**src/hw/trace_cfg_pkg.sv**
```systemverilog
// trace configuration package: record field widths, trace store depth and counter sizes
package trace_cfg_pkg;

    //////////////////////////////
    // record fields
    //////////////////////////////

    // raw instruction word as fetched
    localparam int instr_w = 32;

    // sequence number, wraps
    localparam int seq_w = 8;

    // free running cycle counter, wraps
    localparam int cyc_w = 16;

    // stalled cycles per instruction, saturates at all ones
    localparam int stall_w = 4;

    //////////////////////////////
    // trace store
    //////////////////////////////

    // records held in the circular memory
    localparam int trace_depth = 8;

    // read and write pointers, wrap naturally at depth
    localparam int addr_w = 3;

    // fill count needs one extra bit to hold 0 to depth
    localparam int count_w = 4;

    // dropped record counter, saturates
    localparam int drop_w = 8;

endpackage

```
**src/hw/pipe_pkg.sv**
```systemverilog
// pipeline package: stage names, operation classes, opcode decode and trace control states
package pipe_pkg;

    //////////////////////////////
    // pipeline
    //////////////////////////////

    // five in-order stages, also the tracker slot index
    typedef enum logic [2:0] {
        if_s  = 3'd0,
        id_s  = 3'd1,
        ex_s  = 3'd2,
        mem_s = 3'd3,
        wb_s  = 3'd4
    } stage_e;

    // coarse class of an RV32 base opcode
    typedef enum logic [2:0] {
        cls_alu,
        cls_alu_imm,
        cls_load,
        cls_store,
        cls_branch,
        cls_jump,
        cls_upper,
        cls_other
    } op_class_e;

    //////////////////////////////
    // trace store access
    //////////////////////////////

    // who owns the memory port this cycle
    typedef enum logic [1:0] {gnt_none, gnt_write, gnt_read} arb_grant_e;

    // host read sequencing
    typedef enum logic [1:0] {rd_idle, rd_wait, rd_data} rd_state_e;

    // low seven instruction bits to class
    function automatic op_class_e decode_class(input logic [6:0] opcode);
        op_class_e cls;
        case (opcode)
            7'b0110011: cls = cls_alu;
            7'b0010011: cls = cls_alu_imm;
            7'b0000011: cls = cls_load;
            7'b0100011: cls = cls_store;
            7'b1100011: cls = cls_branch;
            // jal and jalr
            7'b1101111, 7'b1100111: cls = cls_jump;
            // lui and auipc
            7'b0110111, 7'b0010111: cls = cls_upper;
            default: cls = cls_other;
        endcase
        return cls;
    endfunction

endpackage

```
**src/hw/stage_tracker.sv**
```systemverilog
// stage tracker: numbers each fetch, follows it through five slots and emits the retired record
module stage_tracker
    import trace_cfg_pkg::*, pipe_pkg::*;
(
    input  logic               clk,
    input  logic               rst,
    input  logic               fetch_valid,
    input  logic [instr_w-1:0] fetch_instr,
    input  logic               stall,
    input  logic               flush,
    output logic               retire,
    output logic [seq_w-1:0]   ret_seq,
    output logic [instr_w-1:0] ret_instr,
    output op_class_e          ret_class,
    output logic [cyc_w-1:0]   ret_fetch_cycle,
    output logic [cyc_w-1:0]   ret_retire_cycle,
    output logic [stall_w-1:0] ret_stall_cycles
);

    // free running cycle count and next number to hand out
    logic [cyc_w-1:0] cycle;
    logic [seq_w-1:0] next_seq;

    // per slot state, indexed by stage_e
    logic               slot_valid  [5];
    logic [seq_w-1:0]   slot_seq    [5];
    logic [instr_w-1:0] slot_instr  [5];
    logic [cyc_w-1:0]   slot_fcyc   [5];
    logic [stall_w-1:0] slot_stalls [5];
    op_class_e          slot_class  [5];

    // cycle at which the wb slot was loaded
    logic [cyc_w-1:0] wb_cycle;

    // front half held, flush overrides stall
    logic hold;
    logic accept;

    assign hold   = stall && !flush;
    assign accept = fetch_valid && !hold;

    //////////////////////////////
    // control
    //////////////////////////////

    always_ff @(posedge clk) begin
        if (rst) begin
            cycle      <= '0;
            next_seq   <= '0;
            slot_valid <= '{default: 1'b0};
        end else begin
            cycle <= cycle + 1'b1;
            if (accept) begin
                next_seq <= next_seq + 1'b1;
            end
            // back half never stops
            slot_valid[wb_s]  <= slot_valid[mem_s];
            slot_valid[mem_s] <= slot_valid[ex_s];
            if (flush) begin
                // if and id emptied, new fetch still enters
                slot_valid[ex_s] <= 1'b0;
                slot_valid[id_s] <= 1'b0;
                slot_valid[if_s] <= accept;
            end else if (hold) begin
                // bubble into ex, front slots keep their valid
                slot_valid[ex_s] <= 1'b0;
            end else begin
                slot_valid[ex_s] <= slot_valid[id_s];
                slot_valid[id_s] <= slot_valid[if_s];
                slot_valid[if_s] <= accept;
            end
        end
    end

    //////////////////////////////
    // payload
    //////////////////////////////

    always_ff @(posedge clk) begin
        // ex to mem, mem to wb
        for (int s = mem_s; s <= wb_s; s++) begin
            slot_seq[s]    <= slot_seq[s-1];
            slot_instr[s]  <= slot_instr[s-1];
            slot_fcyc[s]   <= slot_fcyc[s-1];
            slot_stalls[s] <= slot_stalls[s-1];
            slot_class[s]  <= slot_class[s-1];
        end
        wb_cycle <= cycle;
        if (hold) begin
            // each held valid slot counts the lost cycle
            if (slot_valid[if_s] && slot_stalls[if_s] != '1) begin
                slot_stalls[if_s] <= slot_stalls[if_s] + 1'b1;
            end
            if (slot_valid[id_s] && slot_stalls[id_s] != '1) begin
                slot_stalls[id_s] <= slot_stalls[id_s] + 1'b1;
            end
        end else begin
            slot_seq[ex_s]    <= slot_seq[id_s];
            slot_instr[ex_s]  <= slot_instr[id_s];
            slot_fcyc[ex_s]   <= slot_fcyc[id_s];
            slot_stalls[ex_s] <= slot_stalls[id_s];
            slot_class[ex_s]  <= slot_class[id_s];
            // class resolved on entry to decode
            slot_seq[id_s]    <= slot_seq[if_s];
            slot_instr[id_s]  <= slot_instr[if_s];
            slot_fcyc[id_s]   <= slot_fcyc[if_s];
            slot_stalls[id_s] <= slot_stalls[if_s];
            slot_class[id_s]  <= decode_class(slot_instr[if_s][6:0]);
            // fresh fetch, stamped with this edge's cycle
            slot_seq[if_s]    <= next_seq;
            slot_instr[if_s]  <= fetch_instr;
            slot_fcyc[if_s]   <= cycle;
            slot_stalls[if_s] <= '0;
        end
    end

    // wb slot is the retire record
    assign retire           = slot_valid[wb_s];
    assign ret_seq          = slot_seq[wb_s];
    assign ret_instr        = slot_instr[wb_s];
    assign ret_class        = slot_class[wb_s];
    assign ret_fetch_cycle  = slot_fcyc[wb_s];
    assign ret_retire_cycle = wb_cycle;
    assign ret_stall_cycles = slot_stalls[wb_s];

endmodule

```
**src/hw/retire_writer.sv**
```systemverilog
// retire writer: latches each retired record and writes it to the trace store or counts a drop
module retire_writer
    import trace_cfg_pkg::*, pipe_pkg::*;
(
    input  logic               clk,
    input  logic               rst,
    input  logic               retire,
    input  logic [seq_w-1:0]   ret_seq,
    input  logic [instr_w-1:0] ret_instr,
    input  op_class_e          ret_class,
    input  logic [cyc_w-1:0]   ret_fetch_cycle,
    input  logic [cyc_w-1:0]   ret_retire_cycle,
    input  logic [stall_w-1:0] ret_stall_cycles,
    input  logic               wr_gnt,
    input  logic               full,
    output logic               wr_req,
    output logic [seq_w-1:0]   wr_seq,
    output logic [instr_w-1:0] wr_instr,
    output op_class_e          wr_class,
    output logic [cyc_w-1:0]   wr_fetch_cycle,
    output logic [cyc_w-1:0]   wr_retire_cycle,
    output logic [stall_w-1:0] wr_stall_cycles,
    output logic [drop_w-1:0]  drop_count
);

    // one record in flight at most
    logic held;

    always_ff @(posedge clk) begin
        if (rst) begin
            held       <= 1'b0;
            drop_count <= '0;
        end else begin
            held <= retire;
            // held record not taken, store was full
            if (held && !wr_gnt && drop_count != '1) begin
                drop_count <= drop_count + 1'b1;
            end
        end
    end

    always_ff @(posedge clk) begin
        if (retire) begin
            wr_seq          <= ret_seq;
            wr_instr        <= ret_instr;
            wr_class        <= ret_class;
            wr_fetch_cycle  <= ret_fetch_cycle;
            wr_retire_cycle <= ret_retire_cycle;
            wr_stall_cycles <= ret_stall_cycles;
        end
    end

    // write wins arbitration, so only fullness blocks it
    assign wr_req = held && !full;

endmodule

```
**src/hw/trace_reader.sv**
```systemverilog
// trace reader: turns a host read pulse into one store read and returns the oldest record
module trace_reader
    import trace_cfg_pkg::*, pipe_pkg::*;
(
    input  logic               clk,
    input  logic               rst,
    input  logic               rd_req,
    input  logic               rd_mem_gnt,
    input  logic [count_w-1:0] count,
    input  logic [seq_w-1:0]   mem_seq,
    input  logic [instr_w-1:0] mem_instr,
    input  op_class_e          mem_class,
    input  logic [cyc_w-1:0]   mem_fetch_cycle,
    input  logic [cyc_w-1:0]   mem_retire_cycle,
    input  logic [stall_w-1:0] mem_stall_cycles,
    output logic               rd_mem_req,
    output logic               busy,
    output logic               rd_valid,
    output logic               rd_empty_hit,
    output logic [seq_w-1:0]   rd_seq,
    output logic [instr_w-1:0] rd_instr,
    output op_class_e          rd_class,
    output logic [cyc_w-1:0]   rd_fetch_cycle,
    output logic [cyc_w-1:0]   rd_retire_cycle,
    output logic [stall_w-1:0] rd_stall_cycles
);

    rd_state_e state;
    // store was empty when the request came in
    logic empty_q;
    logic rec_ok;

    always_ff @(posedge clk) begin
        if (rst) begin
            state   <= rd_idle;
            empty_q <= 1'b0;
        end else begin
            case (state)
                rd_idle: if (rd_req) begin
                    state   <= rd_wait;
                    empty_q <= (count == '0);
                end
                // empty requests skip the store but keep the same latency
                rd_wait: if (rd_mem_gnt || empty_q) begin
                    state <= rd_data;
                end
                rd_data: state <= rd_idle;
                default: state <= rd_idle;
            endcase
        end
    end

    assign rd_mem_req   = (state == rd_wait) && !empty_q;
    assign busy         = (state != rd_idle);
    assign rd_valid     = (state == rd_data);
    assign rd_empty_hit = rd_valid && empty_q;

    // store data lands the cycle after grant, zero on empty
    assign rec_ok          = rd_valid && !empty_q;
    assign rd_seq          = rec_ok ? mem_seq : '0;
    assign rd_instr        = rec_ok ? mem_instr : '0;
    assign rd_class        = rec_ok ? mem_class : op_class_e'(0);
    assign rd_fetch_cycle  = rec_ok ? mem_fetch_cycle : '0;
    assign rd_retire_cycle = rec_ok ? mem_retire_cycle : '0;
    assign rd_stall_cycles = rec_ok ? mem_stall_cycles : '0;

endmodule

```
**src/hw/trace_store.sv**
```systemverilog
// trace store: circular single-port record memory with write-priority arbitration
module trace_store
    import trace_cfg_pkg::*, pipe_pkg::*;
(
    input  logic               clk,
    input  logic               rst,
    input  logic               wr_req,
    input  logic [seq_w-1:0]   wr_seq,
    input  logic [instr_w-1:0] wr_instr,
    input  op_class_e          wr_class,
    input  logic [cyc_w-1:0]   wr_fetch_cycle,
    input  logic [cyc_w-1:0]   wr_retire_cycle,
    input  logic [stall_w-1:0] wr_stall_cycles,
    input  logic               rd_mem_req,
    output logic               wr_gnt,
    output logic               rd_mem_gnt,
    output logic               full,
    output logic [count_w-1:0] count,
    output logic [seq_w-1:0]   mem_seq,
    output logic [instr_w-1:0] mem_instr,
    output op_class_e          mem_class,
    output logic [cyc_w-1:0]   mem_fetch_cycle,
    output logic [cyc_w-1:0]   mem_retire_cycle,
    output logic [stall_w-1:0] mem_stall_cycles
);

    // one array per record field
    logic [seq_w-1:0]   seq_ram    [trace_depth];
    logic [instr_w-1:0] instr_ram  [trace_depth];
    op_class_e          class_ram  [trace_depth];
    logic [cyc_w-1:0]   fcyc_ram   [trace_depth];
    logic [cyc_w-1:0]   rcyc_ram   [trace_depth];
    logic [stall_w-1:0] stalls_ram [trace_depth];

    logic [addr_w-1:0] wr_ptr;
    logic [addr_w-1:0] rd_ptr;
    arb_grant_e        grant;

    //////////////////////////////
    // arbiter
    //////////////////////////////

    // write first, read only on an idle port
    always_comb begin
        grant = gnt_none;
        if (wr_req && !full) begin
            grant = gnt_write;
        end else if (rd_mem_req) begin
            grant = gnt_read;
        end
    end

    assign wr_gnt     = (grant == gnt_write);
    assign rd_mem_gnt = (grant == gnt_read);
    assign full       = (count == count_w'(trace_depth));

    // pointers wrap at depth, grants are exclusive
    always_ff @(posedge clk) begin
        if (rst) begin
            wr_ptr <= '0;
            rd_ptr <= '0;
            count  <= '0;
        end else begin
            if (wr_gnt) begin
                wr_ptr <= wr_ptr + 1'b1;
                count  <= count + 1'b1;
            end else if (rd_mem_gnt) begin
                rd_ptr <= rd_ptr + 1'b1;
                count  <= count - 1'b1;
            end
        end
    end

    //////////////////////////////
    // memory port
    //////////////////////////////

    always_ff @(posedge clk) begin
        if (wr_gnt) begin
            seq_ram[wr_ptr]    <= wr_seq;
            instr_ram[wr_ptr]  <= wr_instr;
            class_ram[wr_ptr]  <= wr_class;
            fcyc_ram[wr_ptr]   <= wr_fetch_cycle;
            rcyc_ram[wr_ptr]   <= wr_retire_cycle;
            stalls_ram[wr_ptr] <= wr_stall_cycles;
        end
        // oldest record out, one cycle after grant
        if (rd_mem_gnt) begin
            mem_seq          <= seq_ram[rd_ptr];
            mem_instr        <= instr_ram[rd_ptr];
            mem_class        <= class_ram[rd_ptr];
            mem_fetch_cycle  <= fcyc_ram[rd_ptr];
            mem_retire_cycle <= rcyc_ram[rd_ptr];
            mem_stall_cycles <= stalls_ram[rd_ptr];
        end
    end

endmodule

```
**src/hw/pipe_trace_top.sv**
```systemverilog
// pipeline retirement tracer top: tracker, writer, trace store and host reader
module pipe_trace_top
    import trace_cfg_pkg::*, pipe_pkg::*;
(
    input  logic               clk,
    input  logic               rst,
    input  logic               fetch_valid,
    input  logic [instr_w-1:0] fetch_instr,
    input  logic               stall,
    input  logic               flush,
    input  logic               rd_req,
    output logic               busy,
    output logic               rd_valid,
    output logic               rd_empty_hit,
    output logic [seq_w-1:0]   rd_seq,
    output logic [instr_w-1:0] rd_instr,
    output op_class_e          rd_class,
    output logic [cyc_w-1:0]   rd_fetch_cycle,
    output logic [cyc_w-1:0]   rd_retire_cycle,
    output logic [stall_w-1:0] rd_stall_cycles,
    output logic [count_w-1:0] trace_count,
    output logic [drop_w-1:0]  drop_count
);

    // tracker to writer
    logic               retire;
    logic [seq_w-1:0]   ret_seq;
    logic [instr_w-1:0] ret_instr;
    op_class_e          ret_class;
    logic [cyc_w-1:0]   ret_fetch_cycle, ret_retire_cycle;
    logic [stall_w-1:0] ret_stall_cycles;

    // writer to store
    logic               wr_req, wr_gnt, full;
    logic [seq_w-1:0]   wr_seq;
    logic [instr_w-1:0] wr_instr;
    op_class_e          wr_class;
    logic [cyc_w-1:0]   wr_fetch_cycle, wr_retire_cycle;
    logic [stall_w-1:0] wr_stall_cycles;

    // store to reader
    logic               rd_mem_req, rd_mem_gnt;
    logic [seq_w-1:0]   mem_seq;
    logic [instr_w-1:0] mem_instr;
    op_class_e          mem_class;
    logic [cyc_w-1:0]   mem_fetch_cycle, mem_retire_cycle;
    logic [stall_w-1:0] mem_stall_cycles;

    stage_tracker stage_tracker_i (.*);

    retire_writer retire_writer_i (.*);

    trace_reader trace_reader_i (
        .count (trace_count),
        .*
    );

    trace_store trace_store_i (
        .count (trace_count),
        .*
    );

endmodule

```
**config.mk**
```make
export PLATFORM = sky130hd
export DESIGN_NAME = pipe_trace_top
export DESIGN_NICKNAME = d
export VERILOG_FILES = /design/src/hw/trace_cfg_pkg.sv /design/src/hw/pipe_pkg.sv /design/src/hw/stage_tracker.sv /design/src/hw/retire_writer.sv /design/src/hw/trace_reader.sv /design/src/hw/trace_store.sv /design/src/hw/pipe_trace_top.sv
export SDC_FILE = /design/constraint.sdc
export NUM_CORES = 1
export LEC_CHECK = 0
export CORE_MARGIN = 10
export CORE_UTILIZATION = 23
export CTS_CLUSTER_DIAMETER = 200
export CTS_CLUSTER_SIZE = 20
export DETAILED_ROUTE_END_ITERATION = 8
export DONT_BUFFER_PORTS = 1
export GPL_ROUTABILITY_DRIVEN = 0
export MAX_ROUTING_LAYER = met4
export PLACE_DENSITY_LB_ADDON = 0.2
export SYNTH_ARGS = -nofsm -noshare
export SYNTH_HDL_FRONTEND = slang
export SYNTH_HIERARCHICAL = 1
export SYNTH_SLANG_ARGS = --single-unit
```
**constraint.sdc**
```tcl
create_clock -name clk -period 11.24 [get_ports clk]
set_input_delay 0 -clock clk [delete_from_list [all_inputs] [get_ports clk]]
set_output_delay 0 -clock clk [all_outputs]
set_load 0.1 [all_outputs]
```
==> out/summary.txt <==
=================================================================================================
Sinks on the clock net .............................................................        1,169
Syn_nets ...........................................................................        1,889
Worst-skew pair later-pin latency ..................................................       690 ps
Antenna violations before repair ...................................................            5
Multi-input logic area .............................................................     6660 µm²
Power Internal .....................................................................      6240 µW
Number of optimization iterations in the first detailed-route pass .................            4
Largest delay contributor family on the critical path .............................. buffers and inverters
Run status ......................................................................... finished, final reports clean
Fraction of power consumed by combinational cells ..................................         6.1%
Number of warnings reported in the yosys synthesis log .............................            6
Via Count ..........................................................................       16,400
Largest cells by area after synthesis .............................................. sky130_fd_sc_hd__edfxtp_1, sky130_fd_sc_hd__dfxtp_1, sky130_fd_sc_hd__mux4_2, sky130_fd_sc_hd__mux2_2, sky130_fd_sc_hd__and2_1
Fmax achieved ......................................................................    0.214 GHz
Fraction of registers with async set/reset .........................................           0%
CP cell instances .................................................................. or4b_1 -> inv_2 -> nor2b_1 -> nand2_2 -> inv_2 -> nand2_1 -> nor2_4 -> buf_4 -> buf_4
TritonCTS clock tree ...............................................................         done
Area leader, netlist ............................................................... sky130_fd_sc_hd__edfxtp_1
Global route overflow ..............................................................            0
Met3 track demand over resource ....................................................        1.69%
Number of distinct library cell variants in the gate-level netlist after synthesis .           65
Hold Worst Slack ...................................................................      89.4 ps
Max transition margin ..............................................................        21.1%
Gr busiest metal ...................................................................         met2
Layout cells sized above 1 .........................................................        20.0%
Number of buffers added by the clock tree synthesis step ...........................           69
Portion of the post-synthesis area used by sequential elements .....................        81.8%
Die outline width ..................................................................       440 µm
Switching power total ..............................................................      1780 µW
Synth Flop Type .................................................................... sky130_fd_sc_hd__edfxtp_1
H-tree levels ......................................................................            3
Number of vias per cell after detailed routing .....................................         3.80
Cell count after synthesis .........................................................        1,841
Post-Place Setup Slack .............................................................      6460 ps
Top cell type's share of synthesized area ..........................................        72.3%
Post-synthesis cell area ...........................................................   40,500 µm²
Mean area per synthesized cell .....................................................     22.0 µm²
Total Neg Setup Slack ..............................................................         0 ps
Crit end category ..................................................................     register
Die area ...........................................................................  193,000 µm²
RSZ-0062 raised after global routing ...............................................           no
Via count of the first global-routing pass .........................................       17,900
Floorplan core area ................................................................  176,000 µm²
Switching portion of total power ...................................................        22.1%
Clock skew .........................................................................      39.7 ps
Type of the worst setup path .......................................................   reg -> reg
Class of the most critical hold timing path ........................................    in -> reg
Pins over their slew limit .........................................................            0
Fraction of power consumed by the clock network ....................................        32.3%
Maximum root-to-sink buffer count ..................................................            3
Met1 capacity usage during global routing ..........................................        10.8%
Buffer and inverter count on the worst path ........................................            4
Cell total after placement .........................................................        4,113
Library cell used as clock root buffer ............................................. sky130_fd_sc_hd__clkbuf_16
Cell leakage power .................................................................    0.0141 µW
Dpl hpwl ...........................................................................    46,300 µm
Worst IR Drop VDD ..................................................................  0.0000987 V
WL per Instance ....................................................................      19.8 µm
Final antenna-violating net count ..................................................            0
Crit-path max FO ...................................................................           49
Wire length of the first global-routing pass .......................................   125,000 µm
Seq cells post-synth ...............................................................        1,169
Die outline height .................................................................       440 µm
Site Rows ..........................................................................          154
Hold Fails Final Rpt ...............................................................            0
Area overhead of the layout relative to synthesis ..................................        13.2%
Post-detailed-routing wire length ..................................................    85,500 µm
Data arrival time at the worst-slack endpoint ......................................      4960 ps
Number of remaining DRC errors .....................................................            0
Data required time of the worst path ...............................................    11,520 ps
Power per Cell Area ................................................................   175 nW/µm²
Part of the cycle the worst path needs .............................................        41.6%
Clock slew seen by the registers of the worst setup and hold paths .................        90 ps
Pin count of the biggest net entering global routing ...............................           94
Transition time at the pin with the least slew margin ..............................      1180 ps
Port Buffers .......................................................................            0
Fillers ............................................................................       17,500
DRC violation total after the first TritonRoute iteration ..........................          907
Initial cell density of the core ...................................................        23.1%
Number of standard cells in the layout, taps in and fillers out ....................        4,311
Final Critical Period ..............................................................      4680 ps
Total Routing Usage GR .............................................................        8.97%
Critical path launch point type ....................................................     register
Total Nets Final ...................................................................        1,962
Flip-flop and latch area ...........................................................   33,200 µm²
Setup slack after layout ...........................................................      6560 ps
Post-CTS Setup Repair Bufs .........................................................            0
Number of synthesized flops with an enable pin .....................................          976
Sequential Power Share .............................................................        61.6%
Count of pins on the block boundary ................................................          132
Count of endpoints failing setup in the final report ...............................            0
Number of violations of the max-capacitance limit ..................................            0
Slowest CP cell .................................................................... sky130_fd_sc_hd__dfxtp_1
CP peak stage delay ................................................................      1090 ps
Fraction of met2 tracks used by global routing .....................................        15.4%
=================================================================================================
layout make-up:
cell class,instances,area share (%)
inverter,10,0.104
clock inverter,7,0.183
clock buffer,119,4.22
timing repair buffer,108,2.27
tap,2340,6.38
sequential,1169,72.3
antenna,2,0.0109
multi-input combinational,556,14.5
cells in the mapped netlist (5+ instances only):
library cell               count
sky130_fd_sc_hd__a21oi_1      14
sky130_fd_sc_hd__and2_1       84
sky130_fd_sc_hd__buf_2        18
sky130_fd_sc_hd__buf_4        44
sky130_fd_sc_hd__buf_6        17
sky130_fd_sc_hd__clkbuf_1     17
sky130_fd_sc_hd__clkbuf_2      6
sky130_fd_sc_hd__dfxtp_1     193
sky130_fd_sc_hd__edfxtp_1    976
sky130_fd_sc_hd__ha_1          9
sky130_fd_sc_hd__inv_1         7
sky130_fd_sc_hd__mux2_2       80
sky130_fd_sc_hd__mux2i_1       5
sky130_fd_sc_hd__mux4_2      158
sky130_fd_sc_hd__nand2_1      24
sky130_fd_sc_hd__nand2b_1      7
sky130_fd_sc_hd__nand3_1      14
sky130_fd_sc_hd__nand4_1       8
sky130_fd_sc_hd__nor2_1       38
sky130_fd_sc_hd__nor2b_1       6
sky130_fd_sc_hd__nor3_1       13
sky130_fd_sc_hd__o21ai_0       7
sky130_fd_sc_hd__xnor2_1      13
sky130_fd_sc_hd__xor2_1       15
stage by stage:
stage	area [µm²]	utilization [%]	total power, µW
after floorplan	40500	-	5410
after global placement	43100	24.6	5520
after detailed placement	43100	24.6	5530
after CTS	45900	26.1	8190
after global routing	45900	26.1	8370
final	45900	26.1	8020
layout by cell type, fill, tap and decap left out, types with 5 or more instances in the layout:
cell type | Yosys | final
sky130_fd_sc_hd__inv_1 | 7 | 6
sky130_fd_sc_hd__nand2_1 | 24 | 24
sky130_fd_sc_hd__nand3_1 | 14 | 14
sky130_fd_sc_hd__nor2_1 | 38 | 35
sky130_fd_sc_hd__nor3_1 | 13 | 9
sky130_fd_sc_hd__xor2_1 | 15 | 15
sky130_fd_sc_hd__mux2i_1 | 5 | 5
sky130_fd_sc_hd__dfxtp_1 | 193 | 189
sky130_fd_sc_hd__o21ai_0 | 7 | 7
sky130_fd_sc_hd__edfxtp_1 | 976 | 976
sky130_fd_sc_hd__buf_4 | 44 | 35
sky130_fd_sc_hd__xnor2_1 | 13 | 13
sky130_fd_sc_hd__ha_1 | 9 | 9
sky130_fd_sc_hd__mux2_2 | 80 | 80
sky130_fd_sc_hd__clkbuf_16 | 0 | 70
sky130_fd_sc_hd__a21oi_1 | 14 | 14
sky130_fd_sc_hd__and2_1 | 84 | 84
sky130_fd_sc_hd__mux4_2 | 158 | 158
sky130_fd_sc_hd__nand2b_1 | 7 | 7
sky130_fd_sc_hd__dlygate4sd3_1 | 0 | 69
sky130_fd_sc_hd__nand4_1 | 8 | 8
sky130_fd_sc_hd__clkbuf_1 | 17 | 49
sky130_fd_sc_hd__nor2b_1 | 6 | 6
flip-flops by register name, summed over array words and instances, names as in the netlist, 40 cells and up:
signal                      flops
trace_store_i/fcyc_ram        128
trace_store_i/rcyc_ram        128
stage_tracker_i/slot_seq       40
trace_store_i/instr_ram       256
stage_tracker_i/slot_fcyc      80
stage_tracker_i/slot_instr    160
trace_store_i/seq_ram          64
path summary, 6_finish.rpt:
kind,slack (ps),endpoint,start,cells past startpoint
max,6560,trace_store_i/fcyc_ram[7][4],trace_store_i/count[0],9
min,90,stage_tracker_i/slot_instr[0][31],fetch_instr[31],1
max reg2reg,6560,trace_store_i/fcyc_ram[7][4],trace_store_i/count[0],9
min reg2reg,320,stage_tracker_i/slot_fcyc[4][12],stage_tracker_i/slot_fcyc[3][12],0
layer usage:
metal	share of wire (%)	vias up
li1	-	7376
met1	43	8708
met2	52	195
met3	3.6	99
met4	1.9	0
met5	0	-
logic make-up after synthesis:
group	synth area share, %
and+or+nand+nor	3.52
adders and majority gates	0.327
muxes	11.2
DFF	81.8
xor gates and xnor gates	0.605
buffers and inverters	1.88
AOI/OAI and AO/OA	0.682
worst register-to-register path: cells and delay by family (launching register included):
family | cells | cell delay (ps)
buffers and inverters | 4 | 1650
and+or+nand+nor | 5 | 1520
DFF | 1 | 1090
power groups by stage:
stage                     combinational (µW)  sequential [µW]  clock [µW]
after CTS                                507             4950        2730
after global routing                     529             4960        2880
after floorplan                          435             4980           0
final                                    487             4940        2590
after global placement                   474             5050           0
after detailed placement                 480             5050           0
what timing repair did:
action                    in CTS  in global routing
resized for setup              0                  0
hold buffers                  70                  0
hold endpoints to repair      99                  0
(Power assumes the default switching activity.)
